## config.mk

```make
export PLATFORM = sky130hd
export DESIGN_NAME = cpu_top
export DESIGN_NICKNAME = d
export VERILOG_FILES = /design/src/verilog/cpu_pkg.sv /design/src/verilog/alu.sv /design/src/verilog/control_decoder.sv /design/src/verilog/cpu_top.sv /design/src/verilog/datapath.sv /design/src/verilog/hazard_unit.sv /design/src/verilog/register_file.sv
export SDC_FILE = /design/constraint.sdc
export NUM_CORES = 1
export LEC_CHECK = 0
export BUFFER_PORTS_ARGS = -buffer_cell sky130_fd_sc_hd__buf_2
export CORE_MARGIN = 2
export CORE_UTILIZATION = 60
export CTS_CLUSTER_DIAMETER = 80
export DETAILED_ROUTE_END_ITERATION = 7
export GPL_ROUTABILITY_DRIVEN = 0
export PLACE_DENSITY = 0.79
export RECOVER_POWER = 100
export SLEW_MARGIN = 20
export SYNTH_ARGS = -nofsm -noshare
export SYNTH_HDL_FRONTEND = slang
export SYNTH_HIERARCHICAL = 1
export SYNTH_SLANG_ARGS = --single-unit
```

## constraint.sdc

```tcl
create_clock -name i_clk -period 9.4 [get_ports i_clk]
set_input_delay 1.88 -clock i_clk [delete_from_list [all_inputs] [get_ports i_clk]]
set_output_delay 1.88 -clock i_clk [all_outputs]
set_load 0.03 [all_outputs]
```

## src/verilog/cpu_pkg.sv

```systemverilog
`default_nettype none

package cpu_pkg;

        // ----------------------------------------
        // sizes and instruction fields
        // ----------------------------------------
        localparam int WORD_SIZE  = 16;
        localparam int NUM_REGS   = 4;
        localparam int OPCODE_MSB = 15;
        localparam int RS_LSB     = 10;
        localparam int RT_LSB     = 8;
        localparam int RD_LSB     = 6;
        localparam int IMM_WIDTH  = 8;

        typedef logic [WORD_SIZE-1:0]        word_t;
        typedef logic [$clog2(NUM_REGS)-1:0] reg_addr_t;

        // RTYPE with an undefined function code decodes to a bubble
        localparam word_t NOP_INSTR = 16'hf03f;

        typedef enum logic [3:0] {
                BNE   = 4'd0,
                BEQ   = 4'd1,
                ADI   = 4'd4,
                LWD   = 4'd7,
                SWD   = 4'd8,
                JMP   = 4'd9,
                RTYPE = 4'd15
        } opcode_e;

        typedef enum logic [5:0] {
                ADD = 6'd0,
                SUB = 6'd1,
                AND = 6'd2,
                ORR = 6'd3,
                WWD = 6'd28,
                HLT = 6'd29
        } func_e;

        typedef enum logic [1:0] {ALU_ADD, ALU_SUB, ALU_AND, ALU_OR} alu_op_e;

        typedef enum logic {WB_ALU, WB_MEM} wb_src_e;

        // all zero is a bubble
        typedef struct packed {
                alu_op_e alu_op;
                logic    alu_src_imm;
                logic    reg_write;
                wb_src_e wb_src;
                logic    mem_read;
                logic    mem_write;
                logic    is_branch;
                logic    branch_eq;   // beq when set, bne otherwise
                logic    is_jump;
                logic    is_wwd;
                logic    is_halt;
                logic    dest_rd;     // write rd instead of rt
        } ctrl_t;

        typedef struct packed {
                logic  read;
                logic  write;
                word_t address;
                word_t wdata;
        } dmem_req_t;

endpackage

`default_nettype wire

```

## src/verilog/alu.sv

```systemverilog
`default_nettype none
`timescale 1ns/1ps

module alu import cpu_pkg::*; (
        input  word_t   i_a,
        input  word_t   i_b,
        input  alu_op_e i_op,
        output word_t   o_result,
        output logic    o_equal
);

        always_comb begin
                case (i_op)
                        ALU_ADD: o_result = i_a + i_b;  // wraps mod 2^16
                        ALU_SUB: o_result = i_a - i_b;
                        ALU_AND: o_result = i_a & i_b;
                        ALU_OR:  o_result = i_a | i_b;
                        default: o_result = '0;
                endcase
        end

        assign o_equal = (i_a == i_b);  // branch compare

endmodule

`default_nettype wire

```

## src/verilog/control_decoder.sv

```systemverilog
`default_nettype none
`timescale 1ns/1ps

module control_decoder import cpu_pkg::*; (
        input  word_t i_instr,
        output ctrl_t o_ctrl
);

        opcode_e opcode;
        func_e   func;

        assign opcode = opcode_e'(i_instr[OPCODE_MSB -: $bits(opcode_e)]);
        assign func   = func_e'(i_instr[$bits(func_e)-1:0]);

        always_comb begin
                o_ctrl = '0;    // unknown encodings stay a bubble
                case (opcode)
                        RTYPE: begin
                                case (func)
                                        ADD, SUB, AND, ORR: begin
                                                // func 0..3 line up with the alu encoding
                                                o_ctrl.alu_op    = alu_op_e'(func[1:0]);
                                                o_ctrl.reg_write = 1'b1;
                                                o_ctrl.dest_rd   = 1'b1;
                                        end
                                        WWD:     o_ctrl.is_wwd  = 1'b1;
                                        HLT:     o_ctrl.is_halt = 1'b1;
                                        default: o_ctrl = '0;
                                endcase
                        end
                        ADI: begin
                                o_ctrl.alu_op      = ALU_ADD;
                                o_ctrl.alu_src_imm = 1'b1;
                                o_ctrl.reg_write   = 1'b1;
                        end
                        LWD: begin
                                o_ctrl.alu_op      = ALU_ADD;   // rs + offset
                                o_ctrl.alu_src_imm = 1'b1;
                                o_ctrl.reg_write   = 1'b1;
                                o_ctrl.wb_src      = WB_MEM;
                                o_ctrl.mem_read    = 1'b1;
                        end
                        SWD: begin
                                o_ctrl.alu_op      = ALU_ADD;
                                o_ctrl.alu_src_imm = 1'b1;
                                o_ctrl.mem_write   = 1'b1;
                        end
                        BNE:     o_ctrl.is_branch = 1'b1;
                        BEQ: begin
                                o_ctrl.is_branch = 1'b1;
                                o_ctrl.branch_eq = 1'b1;
                        end
                        JMP:     o_ctrl.is_jump = 1'b1;
                        default: o_ctrl = '0;
                endcase
        end

endmodule

`default_nettype wire

```

## src/verilog/cpu_top.sv

```systemverilog
`default_nettype none
`timescale 1ns/1ps

module cpu_top import cpu_pkg::*; (
        input  logic      i_clk,
        input  logic      i_reset_n,
        input  word_t     i_i_data,
        output word_t     o_i_address,
        output dmem_req_t o_dmem,
        input  word_t     i_d_rdata,
        output word_t     o_output_port,
        output logic      o_output_valid,
        output logic      o_halted,
        output word_t     o_num_inst
);

        word_t     instr_id;
        ctrl_t     ctrl_id;
        reg_addr_t rs_id;
        reg_addr_t rt_id;
        logic      uses_rs;
        logic      uses_rt;
        reg_addr_t dest_ex;
        reg_addr_t dest_mem;
        logic      regwr_ex;
        logic      regwr_mem;
        logic      branch_taken;
        logic      jump_id;
        logic      stall_id;
        logic      flush_ifid;
        logic      flush_idex;

        datapath u_datapath (
                .i_clk          (i_clk),
                .i_reset_n      (i_reset_n),
                .o_i_address    (o_i_address),
                .i_i_data       (i_i_data),
                .o_dmem         (o_dmem),
                .i_d_rdata      (i_d_rdata),
                .o_output_port  (o_output_port),
                .o_output_valid (o_output_valid),
                .o_halted       (o_halted),
                .o_num_inst     (o_num_inst),
                .o_instr_id     (instr_id),
                .i_ctrl_id      (ctrl_id),
                .o_rs_id        (rs_id),
                .o_rt_id        (rt_id),
                .o_uses_rs_id   (uses_rs),
                .o_uses_rt_id   (uses_rt),
                .o_dest_ex      (dest_ex),
                .o_dest_mem     (dest_mem),
                .o_regwr_ex     (regwr_ex),
                .o_regwr_mem    (regwr_mem),
                .o_branch_taken (branch_taken),
                .o_jump_id      (jump_id),
                .i_stall_id     (stall_id),
                .i_flush_ifid   (flush_ifid),
                .i_flush_idex   (flush_idex)
        );

        control_decoder u_control_decoder (
                .i_instr (instr_id),
                .o_ctrl  (ctrl_id)
        );

        hazard_unit u_hazard_unit (
                .i_rs           (rs_id),
                .i_rt           (rt_id),
                .i_uses_rs      (uses_rs),
                .i_uses_rt      (uses_rt),
                .i_dest_ex      (dest_ex),
                .i_regwr_ex     (regwr_ex),
                .i_dest_mem     (dest_mem),
                .i_regwr_mem    (regwr_mem),
                .i_branch_taken (branch_taken),
                .i_jump         (jump_id),
                .o_stall_id     (stall_id),
                .o_flush_ifid   (flush_ifid),
                .o_flush_idex   (flush_idex)
        );

endmodule

`default_nettype wire

```

## src/verilog/datapath.sv

```systemverilog
`default_nettype none
`timescale 1ns/1ps

module datapath import cpu_pkg::*; (
        input  logic      i_clk,
        input  logic      i_reset_n,
        // memories and output
        output word_t     o_i_address,
        input  word_t     i_i_data,
        output dmem_req_t o_dmem,
        input  word_t     i_d_rdata,
        output word_t     o_output_port,
        output logic      o_output_valid,
        output logic      o_halted,
        output word_t     o_num_inst,
        // decoder
        output word_t     o_instr_id,
        input  ctrl_t     i_ctrl_id,
        // hazard unit
        output reg_addr_t o_rs_id,
        output reg_addr_t o_rt_id,
        output logic      o_uses_rs_id,
        output logic      o_uses_rt_id,
        output reg_addr_t o_dest_ex,
        output reg_addr_t o_dest_mem,
        output logic      o_regwr_ex,
        output logic      o_regwr_mem,
        output logic      o_branch_taken,
        output logic      o_jump_id,
        input  logic      i_stall_id,
        input  logic      i_flush_ifid,
        input  logic      i_flush_idex
);

        typedef struct packed {
                ctrl_t     ctrl;
                word_t     rdata1;
                word_t     rdata2;
                word_t     imm;
                word_t     target;      // pc + 1 + imm
                reg_addr_t dest;
        } idex_t;

        typedef struct packed {
                ctrl_t     ctrl;
                word_t     result;
                word_t     wdata;
                reg_addr_t dest;
        } exmem_t;

        typedef struct packed {
                ctrl_t     ctrl;
                word_t     result;
                word_t     mdata;
                reg_addr_t dest;
        } memwb_t;

        word_t     pc;
        word_t     pc_id;
        word_t     instr_id;
        logic      fetch_halted;
        logic      halt_fetch;
        word_t     rdata1;
        word_t     rdata2;
        word_t     jump_target;
        reg_addr_t rd_id;
        idex_t     id_next;
        idex_t     ex;
        word_t     alu_b;
        word_t     alu_result;
        logic      alu_equal;
        exmem_t    ex_next;
        exmem_t    mem;
        memwb_t    wb;
        word_t     wb_data;

        // ----------------------------------------
        // fetch
        // ----------------------------------------
        assign o_i_address = pc;
        assign halt_fetch  = i_ctrl_id.is_halt | fetch_halted;

        always_ff @(posedge i_clk) begin
                if (i_reset_n) begin
                        pc <= '0;
                end else if (i_flush_idex) begin
                        pc <= ex.target;        // taken branch wins over jump
                end else if (i_flush_ifid) begin
                        pc <= jump_target;
                end else if (!i_stall_id && !halt_fetch) begin
                        pc <= pc + 16'd1;
                end
        end

        always_ff @(posedge i_clk) begin
                if (i_reset_n) begin
                        instr_id     <= NOP_INSTR;
                        fetch_halted <= 1'b0;
                end else begin
                        if (i_flush_ifid || halt_fetch) begin
                                instr_id <= NOP_INSTR;
                        end else if (!i_stall_id) begin
                                instr_id <= i_i_data;
                        end
                        if (i_ctrl_id.is_halt && !i_flush_idex) begin
                                fetch_halted <= 1'b1;   // no more fetches after hlt
                        end
                end
        end

        always_ff @(posedge i_clk) begin
                if (!i_stall_id) begin
                        pc_id <= pc;
                end
        end

        // ----------------------------------------
        // decode
        // ----------------------------------------
        assign o_instr_id = instr_id;
        assign o_rs_id    = instr_id[RS_LSB +: $bits(reg_addr_t)];
        assign o_rt_id    = instr_id[RT_LSB +: $bits(reg_addr_t)];
        assign rd_id      = instr_id[RD_LSB +: $bits(reg_addr_t)];
        assign o_jump_id  = i_ctrl_id.is_jump;
        assign jump_target = {pc_id[OPCODE_MSB -: $bits(opcode_e)],
                              instr_id[OPCODE_MSB-$bits(opcode_e):0]};

        assign o_uses_rs_id = i_ctrl_id.reg_write | i_ctrl_id.mem_write |
                              i_ctrl_id.is_branch | i_ctrl_id.is_wwd;
        assign o_uses_rt_id = (i_ctrl_id.reg_write & ~i_ctrl_id.alu_src_imm) |
                              i_ctrl_id.mem_write | i_ctrl_id.is_branch;

        register_file u_register_file (
                .i_clk     (i_clk),
                .i_reset_n (i_reset_n),
                .i_raddr1  (o_rs_id),
                .i_raddr2  (o_rt_id),
                .o_rdata1  (rdata1),
                .o_rdata2  (rdata2),
                .i_we      (wb.ctrl.reg_write),
                .i_waddr   (wb.dest),
                .i_wdata   (wb_data)
        );

        always_comb begin
                id_next.ctrl   = i_ctrl_id;
                id_next.rdata1 = rdata1;
                id_next.rdata2 = rdata2;
                id_next.imm    = {{(WORD_SIZE-IMM_WIDTH){instr_id[IMM_WIDTH-1]}},
                                  instr_id[IMM_WIDTH-1:0]};
                id_next.target = pc_id + 16'd1 + id_next.imm;
                id_next.dest   = i_ctrl_id.dest_rd ? rd_id : o_rt_id;
        end

        always_ff @(posedge i_clk) begin
                if (i_reset_n) begin
                        ex.ctrl <= '0;
                end else begin
                        ex <= id_next;
                        if (i_flush_idex || i_stall_id) begin
                                ex.ctrl <= '0;  // bubble
                        end
                end
        end

        // ----------------------------------------
        // execute
        // ----------------------------------------
        assign alu_b = ex.ctrl.alu_src_imm ? ex.imm : ex.rdata2;

        alu u_alu (
                .i_a      (ex.rdata1),
                .i_b      (alu_b),
                .i_op     (ex.ctrl.alu_op),
                .o_result (alu_result),
                .o_equal  (alu_equal)
        );

        assign o_branch_taken = ex.ctrl.is_branch && (alu_equal == ex.ctrl.branch_eq);
        assign o_dest_ex      = ex.dest;
        assign o_regwr_ex     = ex.ctrl.reg_write;

        always_comb begin
                ex_next.ctrl   = ex.ctrl;
                ex_next.result = ex.ctrl.is_wwd ? ex.rdata1 : alu_result;  // wwd passes rs
                ex_next.wdata  = ex.rdata2;
                ex_next.dest   = ex.dest;
        end

        always_ff @(posedge i_clk) begin
                if (i_reset_n) begin
                        mem.ctrl <= '0;
                end else begin
                        mem <= ex_next;
                end
        end

        // ----------------------------------------
        // memory
        // ----------------------------------------
        assign o_dmem = '{read:    mem.ctrl.mem_read,
                          write:   mem.ctrl.mem_write,
                          address: mem.result,
                          wdata:   mem.wdata};
        assign o_dest_mem  = mem.dest;
        assign o_regwr_mem = mem.ctrl.reg_write;

        always_ff @(posedge i_clk) begin
                if (i_reset_n) begin
                        wb.ctrl <= '0;
                end else begin
                        wb.ctrl   <= mem.ctrl;
                        wb.result <= mem.result;
                        wb.mdata  <= i_d_rdata;
                        wb.dest   <= mem.dest;
                end
        end

        // ----------------------------------------
        // write-back
        // ----------------------------------------
        assign wb_data = (wb.ctrl.wb_src == WB_MEM) ? wb.mdata : wb.result;

        always_ff @(posedge i_clk) begin
                if (i_reset_n) begin
                        o_output_valid <= 1'b0;
                        o_halted       <= 1'b0;
                        o_num_inst     <= '0;
                end else begin
                        o_output_valid <= wb.ctrl.is_wwd;
                        if (wb.ctrl.is_halt) begin
                                o_halted <= 1'b1;       // sticky until reset
                        end
                        if (wb.ctrl != '0) begin
                                o_num_inst <= o_num_inst + 16'd1;
                        end
                end
        end

        always_ff @(posedge i_clk) begin
                if (wb.ctrl.is_wwd) begin
                        o_output_port <= wb.result;
                end
        end

endmodule

`default_nettype wire

```

## src/verilog/hazard_unit.sv

```systemverilog
`default_nettype none
`timescale 1ns/1ps

module hazard_unit import cpu_pkg::*; (
        input  reg_addr_t i_rs,
        input  reg_addr_t i_rt,
        input  logic      i_uses_rs,
        input  logic      i_uses_rt,
        input  reg_addr_t i_dest_ex,
        input  logic      i_regwr_ex,
        input  reg_addr_t i_dest_mem,
        input  logic      i_regwr_mem,
        input  logic      i_branch_taken,
        input  logic      i_jump,
        output logic      o_stall_id,
        output logic      o_flush_ifid,
        output logic      o_flush_idex
);

        logic dep_ex;
        logic dep_mem;

        // r0 is an ordinary register here
        function automatic logic reads_dest(input reg_addr_t dest, input logic we);
                return we && ((i_uses_rs && i_rs == dest) || (i_uses_rt && i_rt == dest));
        endfunction

        always_comb begin
                dep_ex  = reads_dest(i_dest_ex, i_regwr_ex);
                dep_mem = reads_dest(i_dest_mem, i_regwr_mem);   // wb is covered by write-through
        end

        assign o_flush_idex = i_branch_taken;
        assign o_flush_ifid = i_branch_taken | i_jump;
        assign o_stall_id   = (dep_ex | dep_mem) & ~o_flush_ifid;

endmodule

`default_nettype wire

```

## src/verilog/register_file.sv

```systemverilog
`default_nettype none
`timescale 1ns/1ps

module register_file import cpu_pkg::*; (
        input  logic      i_clk,
        input  logic      i_reset_n,
        input  reg_addr_t i_raddr1,
        input  reg_addr_t i_raddr2,
        output word_t     o_rdata1,
        output word_t     o_rdata2,
        input  logic      i_we,
        input  reg_addr_t i_waddr,
        input  word_t     i_wdata
);

        word_t regs [NUM_REGS];

        always_ff @(posedge i_clk) begin
                if (i_reset_n) begin
                        for (int i = 0; i < NUM_REGS; i++) begin
                                regs[i] <= '0;
                        end
                end else if (i_we) begin
                        regs[i_waddr] <= i_wdata;
                end
        end

        // write-through so decode sees the value retiring this cycle
        assign o_rdata1 = (i_we && i_waddr == i_raddr1) ? i_wdata : regs[i_raddr1];
        assign o_rdata2 = (i_we && i_waddr == i_raddr2) ? i_wdata : regs[i_raddr2];

endmodule

`default_nettype wire
```

# Word level (Yosys, flattened, before mapping)
# Memory sizes are Yosys's and may differ from the RTL's. A register that Yosys moved wholly into a read port is not among the register bits.
# Cells that the tools add are included.
word_totals:
  word_cells: 152
  regBits: 216
  ram_bits: 64
  input_bits: 34
  n_memories: 1
  out_inout_bits: 84
op_classes:
  n_eq_ne: 20
  reduce_logical: 30
  addsub: 6
  bitwise: 14
  n_mux: 28
mem_list:
  columns: ["memory", "depth", "word_bits", "rd", "rd_ports_with_merged_regs", "write_ports", "line_no", "text"]
  rows:
  - ["u_datapath.u_register_file.regs", 4, 16, 2, 2, 4, "register_file.sv:16", "word_t regs [NUM_REGS];"]
ops:
  columns: ["operator", "count"]
  rows:
  - ["$mux W16", 7]
  - ["$pmux W16 S4", 1]
  - ["$add A16 B1 Y16 const B", 3]
  - ["$add A16 B16 Y16", 2]
  - ["$and A16 B16 Y16", 1]
  - ["$eq A16 B16 Y1", 1]
  - ["$or A16 B16 Y16", 1]
  - ["$reduce_or A16 Y1", 1]
  - ["$sub A16 B16 Y16", 1]
  - ["$mux W1", 13]
  - ["$reduce_bool A13 Y1", 1]
  - ["$eq A4 B4 Y1 const B", 3]
  - ["$eq A6 B2 Y1 const B", 2]
  - ["$eq A6 B5 Y1 const B", 2]
  - ["$logic_and A1 B1 Y1", 9]
  - ["$eq A2 B2 Y1", 4]
  - ["$eq A4 B3 Y1 const B", 2]
  - ["$mux W2", 4]
  - ["$or A1 B1 Y1", 8]
  - ["$reduce_or A2 Y1", 4]
  - ["$eq A6 B1 Y1 const B", 1]
  - ["$logic_not A6 Y1", 1]
  - ["$pmux W3 S2", 1]
  - ["$logic_not A1 Y1", 5]
  - ["14 further kinds", 20]

# Depth between registers and ports, before layout
logic_depth:
  ltp_word: 18
  depth_mapped: 20
  ltp_nobuf: 17

# By module
# The synthesis kept the hierarchy.
modules_own_cells:
  columns: ["mod", "instances", "area_per_inst_um2", "cells_each", "seq_area_each_um2"]
  rows:
  - ["datapath", 1, 10126.0, 770, 6546.3]
  - ["register_file", 1, 3812.4, 221, 1921.8]
  - ["alu", 1, 2401.1, 335, 0.0]
  - ["control_decoder", 1, 137.6, 21, 0.0]
  - ["hazard_unit", 1, 123.9, 18, 0.0]

# Worst setup path after synthesis
# Ideal clock, no wire load.
synth_path:
  path_type: "input to register"
  from: "in i_reset_n"
  to: "reg u_datapath.pc[6] (netlist: u_datapath/o_i_address[6])"
  setup_slack_ns: 4.157
  cell_stages: 6
  setup_ns: 0.074
  arrival_ns: 5.169
  required_time_ns: 9.326
  n_path_buf: 1
  cell_sequence: "clkbuf_8 > inv_1 > nand2_1 > a21oi_1 > o21ai_0 > o21ai_0"
synth_lines:
  columns: ["element", "line_no", "text"]
  rows:
  - ["start, declared", "cpu_top.sv:6", "input logic i_reset_n,"]
  - ["end signal, assigned", "datapath.sv:87", "pc <= ex.target;"]
  - ["end signal, assigned", "datapath.sv:89", "pc <= jump_target;"]
  - ["end signal, assigned", "datapath.sv:91", "pc <= pc + 16'd1;"]
  - ["end, declared", "datapath.sv:58", "word_t pc;"]

# Worst setup path in the final report
layout_path:
  from: "reg u_datapath/ex[76] (netlist name)"
  to: "reg u_datapath.pc[4] (netlist: u_datapath/o_i_address[4])"
layout_between:
  elab_chain_len: 10
  word_cells_on_any_way: 12
  cone_classes: "eq/ne: 2; mux: 3; bitwise: 3; reduce/logical: 4"
layout_rtl:
  columns: ["element", "line_no", "text"]
  rows:
  - ["start, declared", "datapath.sv:68", "idex_t ex;"]
  - ["start signal, assigned", "datapath.sv:159", "ex <= id_next;"]
  - ["$mux W16", "datapath.sv:169", "assign alu_b = ex.ctrl.alu_src_imm ? ex.imm : ex.rdata2;"]
  - ["via u_datapath.alu_b[10]", "datapath.sv:69", "word_t alu_b;"]
  - ["$eq A16 B16 Y1", "alu.sv:22", "assign o_equal = (i_a == i_b);"]
  - ["via u_datapath.alu_equal", "datapath.sv:71", "logic alu_equal;"]
  - ["$eq A1 B1 Y1", "datapath.sv:179", "assign o_branch_taken = ex.ctrl.is_branch && (alu_equal == ex.ctrl.branch_eq);"]
  - ["$logic_and A1 B1 Y1", "datapath.sv:179", null]
  - ["via branch_taken", "cpu_top.sv:27", "logic branch_taken;"]
  - ["$or A1 B1 Y1", "hazard_unit.sv:34", "assign o_flush_ifid = i_branch_taken | i_jump;"]
  - ["$not A1 Y1", "hazard_unit.sv:35", "assign o_stall_id = (dep_ex | dep_mem) & ~o_flush_ifid;"]
  - ["$and A1 B1 Y1", "hazard_unit.sv:35", null]
  - ["via stall_id", "cpu_top.sv:29", "logic stall_id;"]
  - ["$logic_not A1 Y1", "datapath.sv:90", "end else if (!i_stall_id && !halt_fetch) begin"]
  - ["$logic_and A1 B1 Y1", "datapath.sv:90", null]
  - ["$reduce_bool A3 Y1 (no source line)", null, null]
# The timed path passes the listed nets, and every way through them passes these cells.
# A chain may end at the register's enable or synchronous reset.

==> results.md <==
Critical path:
- The largest stage delay on the critical path is 0.92 ns.
- The standard cell with the maximum stage delay on the critical path is sky130_fd_sc_hd__clkbuf_1.
- The first element of the critical path is u_datapath/ex[76]$_SDFF_PP0_.
- The kind of end point of the critical path is a flip-flop.
- The setup slack of the most critical reg-to-reg path is 2.44 ns.
- Data arrives at the worst endpoint at 7.32 ns.
- The critical path crosses 18 cells after its start point.
- Walking the worst path, the cells encountered are nand2_1 -> o21ai_0 -> inv_1 -> ha_1 -> nor4_1 -> nand3_1 -> nor3_1 -> xnor2_1 -> and2_0 -> clkbuf_1 -> nor2_1 -> nand2_1 -> o22ai_2 -> clkbuf_1 -> nor3_2 -> nand4_1 -> xor2_1 -> a2111oi_0.
- Broken down by cell family, the worst path's largest delay share belongs to simple AND/OR/NAND/NOR gates.
- The worst setup path is launched from a flip-flop.
- The endpoint of the worst register-to-register path is u_datapath/o_i_address[4]$_SDFFE_PP0P_.
- The largest driver fanout on the critical path is 29.
- The data required time at the worst endpoint is 9.76 ns.
- The number of cells on the worst reg-to-reg path is 18.
- The critical path ends at u_datapath/o_i_address[4]$_SDFFE_PP0P_.
- The number of buffers and inverters on the critical path is 3.
- The critical setup path kind is reg2reg.
- The reg-to-reg critical path startpoint is u_datapath/ex[76]$_SDFF_PP0_.

Place:
- The setup slack after placement is 3.90 ns.
- The count of input and output buffers is 117.
- The final HPWL from detailed placement is 24600 um.
- The total instance count after detailed placement is 1722.
- The instance area after placement is 16900 um^2.

STA:
- The setup violation total in the final timing report is 0.
- The final clock period utilization by the worst path is 74.0%.
- Setup repair after global routing left no endpoint under its margin.
- The final-report hold violation count came to 0.
- Summed over all failing endpoints, the final setup total negative slack is 0 ns.
- In this run the tightest slew margin relative to its limit is -118%.
- Counting I/O delays and the setup requirement, the final critical path takes 6.96 ns.
- The max-slew violation count was 140.
- Timing would allow up to 144 MHz.
- The worst path meets setup with 2.44 ns of slack.
- At the pin with the least slew margin, the transition time is 3.27 ns.
- The clock arrives with 0.0234 ns of skew.

CTS:
- Clock latency on the worst-skew pair, taken at its later pin, is 0.52 ns.
- The quantity of hold-fixing buffers added after cts is 0.
- Buffers added to address setup during post-CTS repair amount to 0.
- After clock tree synthesis, the repair step resized 0 gates.
- The cell sitting at the root of the clock tree is a sky130_fd_sc_hd__clkbuf_16.
- After clock tree synthesis, the clock-pin slew on the worst setup and hold paths is 0.06 ns.
- The TritonCTS buffer count is 35.
- The buffer depth of the longest clock path is 3.
- The CTS tree is built.
- The H-tree generated during clock tree synthesis spans 2 levels.
- For this design, the sink count on the clock tree is 312.

Job:
- The number of max-cap violations is 3.

Die:
- For this configuration, the core starts out at a cell density of 61.4%.
- The area of the die is 29000 um^2.
- The number of rows created at floorplan is 60.
- 118 I/O pins were placed.
- The die is 170 um tall.
- The standard cell core area is 27000 um^2.
- Measured along the x axis, the die boundary spans 170 um.

Logic synthesis:
- A synthesized cell averages 12.2 um^2.
- The net count of the mapped netlist is 1464.
- For this run, the number of Yosys warnings is 6.
- The cell count after synthesis came out at 1363.
- The synthesized netlist occupies a cell area of 16600 um^2.

Power:
- For this design the static power due to leakage is 6.73 nW.
- The overall power consumption is 0.00348 W.
- In this run the power density over the cells is 196 nW/um^2.
- VDD sags by at most 0.122 mV.

Drt:
- For this block, the routed nets add up to 37100 um of wire.
- The violation count after the first detailed-routing iteration is 1145.
- The ratio of routed vias to standard cells is 6.16.
- The number of detailed-routing iterations run before antenna repair is 5.
- In the final routed layout, each cell accounts on average for 20.8 um.
- The number of remaining DRC errors is 0.
- Summing over every cut layer, the via total after detailed routing is 11.0k.
- The count of antenna-violating nets left after detailed routing is 0.

Global routing:
- Entering global routing, the biggest net connects 71 pins.
- The first global-routing pass estimated 58100 um of wire.
- The initial antenna violation count was 1.
- For this run, the total global-route usage over all layers was measured as 25.7%.
- The via count of the first global-routing pass is 10.7k.
- Summed over all layers, the global routing overflow is 0.

Finish:
- Cells with a size suffix above 1 make up 11.3% of the layout.
- The final non-filler cell area is 17800 um^2.
- The final cell count without fillers is 1785.
- Relative to the synthesized area, the layout overhead comes to 7.11%.
- The net count reported at finish is 1519.
- The repair_antennas step left the layout with diodes totalling 0.

Status:
- The flow ran to the end, but the final reports show violations.
- The final reports fail on capacitance limit, slew limit.

Worst hold path:
- In this run the worst hold path is classified as reg2reg.
## through the flow
step | hold slack, ns | utilization (%)
after floorplan | 0.414 | -
after global placement | 0.416 | 62.4
after detailed placement | 0.423 | 62.4
after CTS | 0.437 | 66.6
after global routing | 0.450 | 65.7
final | 0.434 | 65.7
## final cells by class
type	instances	area (um^2)
clock buffers	42	943
clock inverters	21	199
fillers	2017	9260
inverters	83	314
multi-input cells	856	6870
flip-flops and latches	312	8470
well taps	341	427
repair buffers	130	549
## power breakdown
group | internal [W] | leakage [nW] | switching [W]
Sequential | 0.00158 | 2.97 | 0.0000719
Combinational | 0.000189 | 3.21 | 0.000294
Clock | 0.000803 | 0.556 | 0.000548
## worst min-delay path by stage
stage / start / end / slack [ns] / cells past startpoint
2_1_floorplan: u_datapath/ex[66]$_SDFF_PP0_ / u_datapath/mem[34]$_SDFF_PP0_ / 0.41 / 1
3_3_place_gp: u_datapath/mem[36]$_SDFF_PP0_ / u_datapath/wb[36]$_SDFF_PP0_ / 0.42 / 1
3_5_place_dp: u_datapath/ex[66]$_SDFF_PP0_ / u_datapath/mem[34]$_SDFF_PP0_ / 0.42 / 1
6_report: u_datapath/ex[74]$_SDFF_PP0_ / u_datapath/mem[42]$_SDFF_PP0_ / 0.43 / 1
5_1_grt: u_datapath/mem[45]$_SDFF_PP0_ / u_datapath/wb[45]$_SDFF_PP0_ / 0.45 / 1
4_1_cts: u_datapath/ex[66]$_SDFF_PP0_ / u_datapath/mem[34]$_SDFF_PP0_ / 0.44 / 1
## metal layers
metal / up-vias / wire (um) / GRT usage [%]
li1: 5067 / - / -
met1: 5410 / 15800 / 35.8
met2: 454 / 17800 / 42.3
met3: 70 / 2780 / 4.14
met4: 0 / 822 / 6.76
met5: - / 0 / 0
## state kept, by name, indices dropped and copies added (netlist names), 2 cells and up
register	cells
u_datapath/o_num_inst	16
u_datapath/o_dest_ex	2
u_datapath/wb	47
u_datapath/pc_id	16
u_datapath/o_i_address	16
u_datapath/ex	68
u_datapath/mem	10
u_datapath/u_register_file/regs	64
u_datapath/o_dest_mem	2
u_datapath/o_instr_id	16
u_datapath/o_output_port	16
u_datapath/o_dmem	34
## layout by cell type (no fill, tap or decap), types with 24 or more instances in the layout
cell type                   count
sky130_fd_sc_hd__buf_2         33
sky130_fd_sc_hd__and2_0        55
sky130_fd_sc_hd__mux2i_1       24
sky130_fd_sc_hd__mux2_1        27
sky130_fd_sc_hd__xnor2_1       38
sky130_fd_sc_hd__nor2b_1       34
sky130_fd_sc_hd__and2_1        24
sky130_fd_sc_hd__o21ai_0       46
sky130_fd_sc_hd__dfxtp_1       90
sky130_fd_sc_hd__edfxtp_1     222
sky130_fd_sc_hd__clkbuf_16     36
sky130_fd_sc_hd__mux2_2        47
sky130_fd_sc_hd__clkbuf_1      95
sky130_fd_sc_hd__nand2_1       60
sky130_fd_sc_hd__ha_1          64
sky130_fd_sc_hd__inv_1         79
sky130_fd_sc_hd__nor2_1        85
sky130_fd_sc_hd__mux4_1        27
sky130_fd_sc_hd__a21oi_1       49
Power figures use the tool's default switching activity.
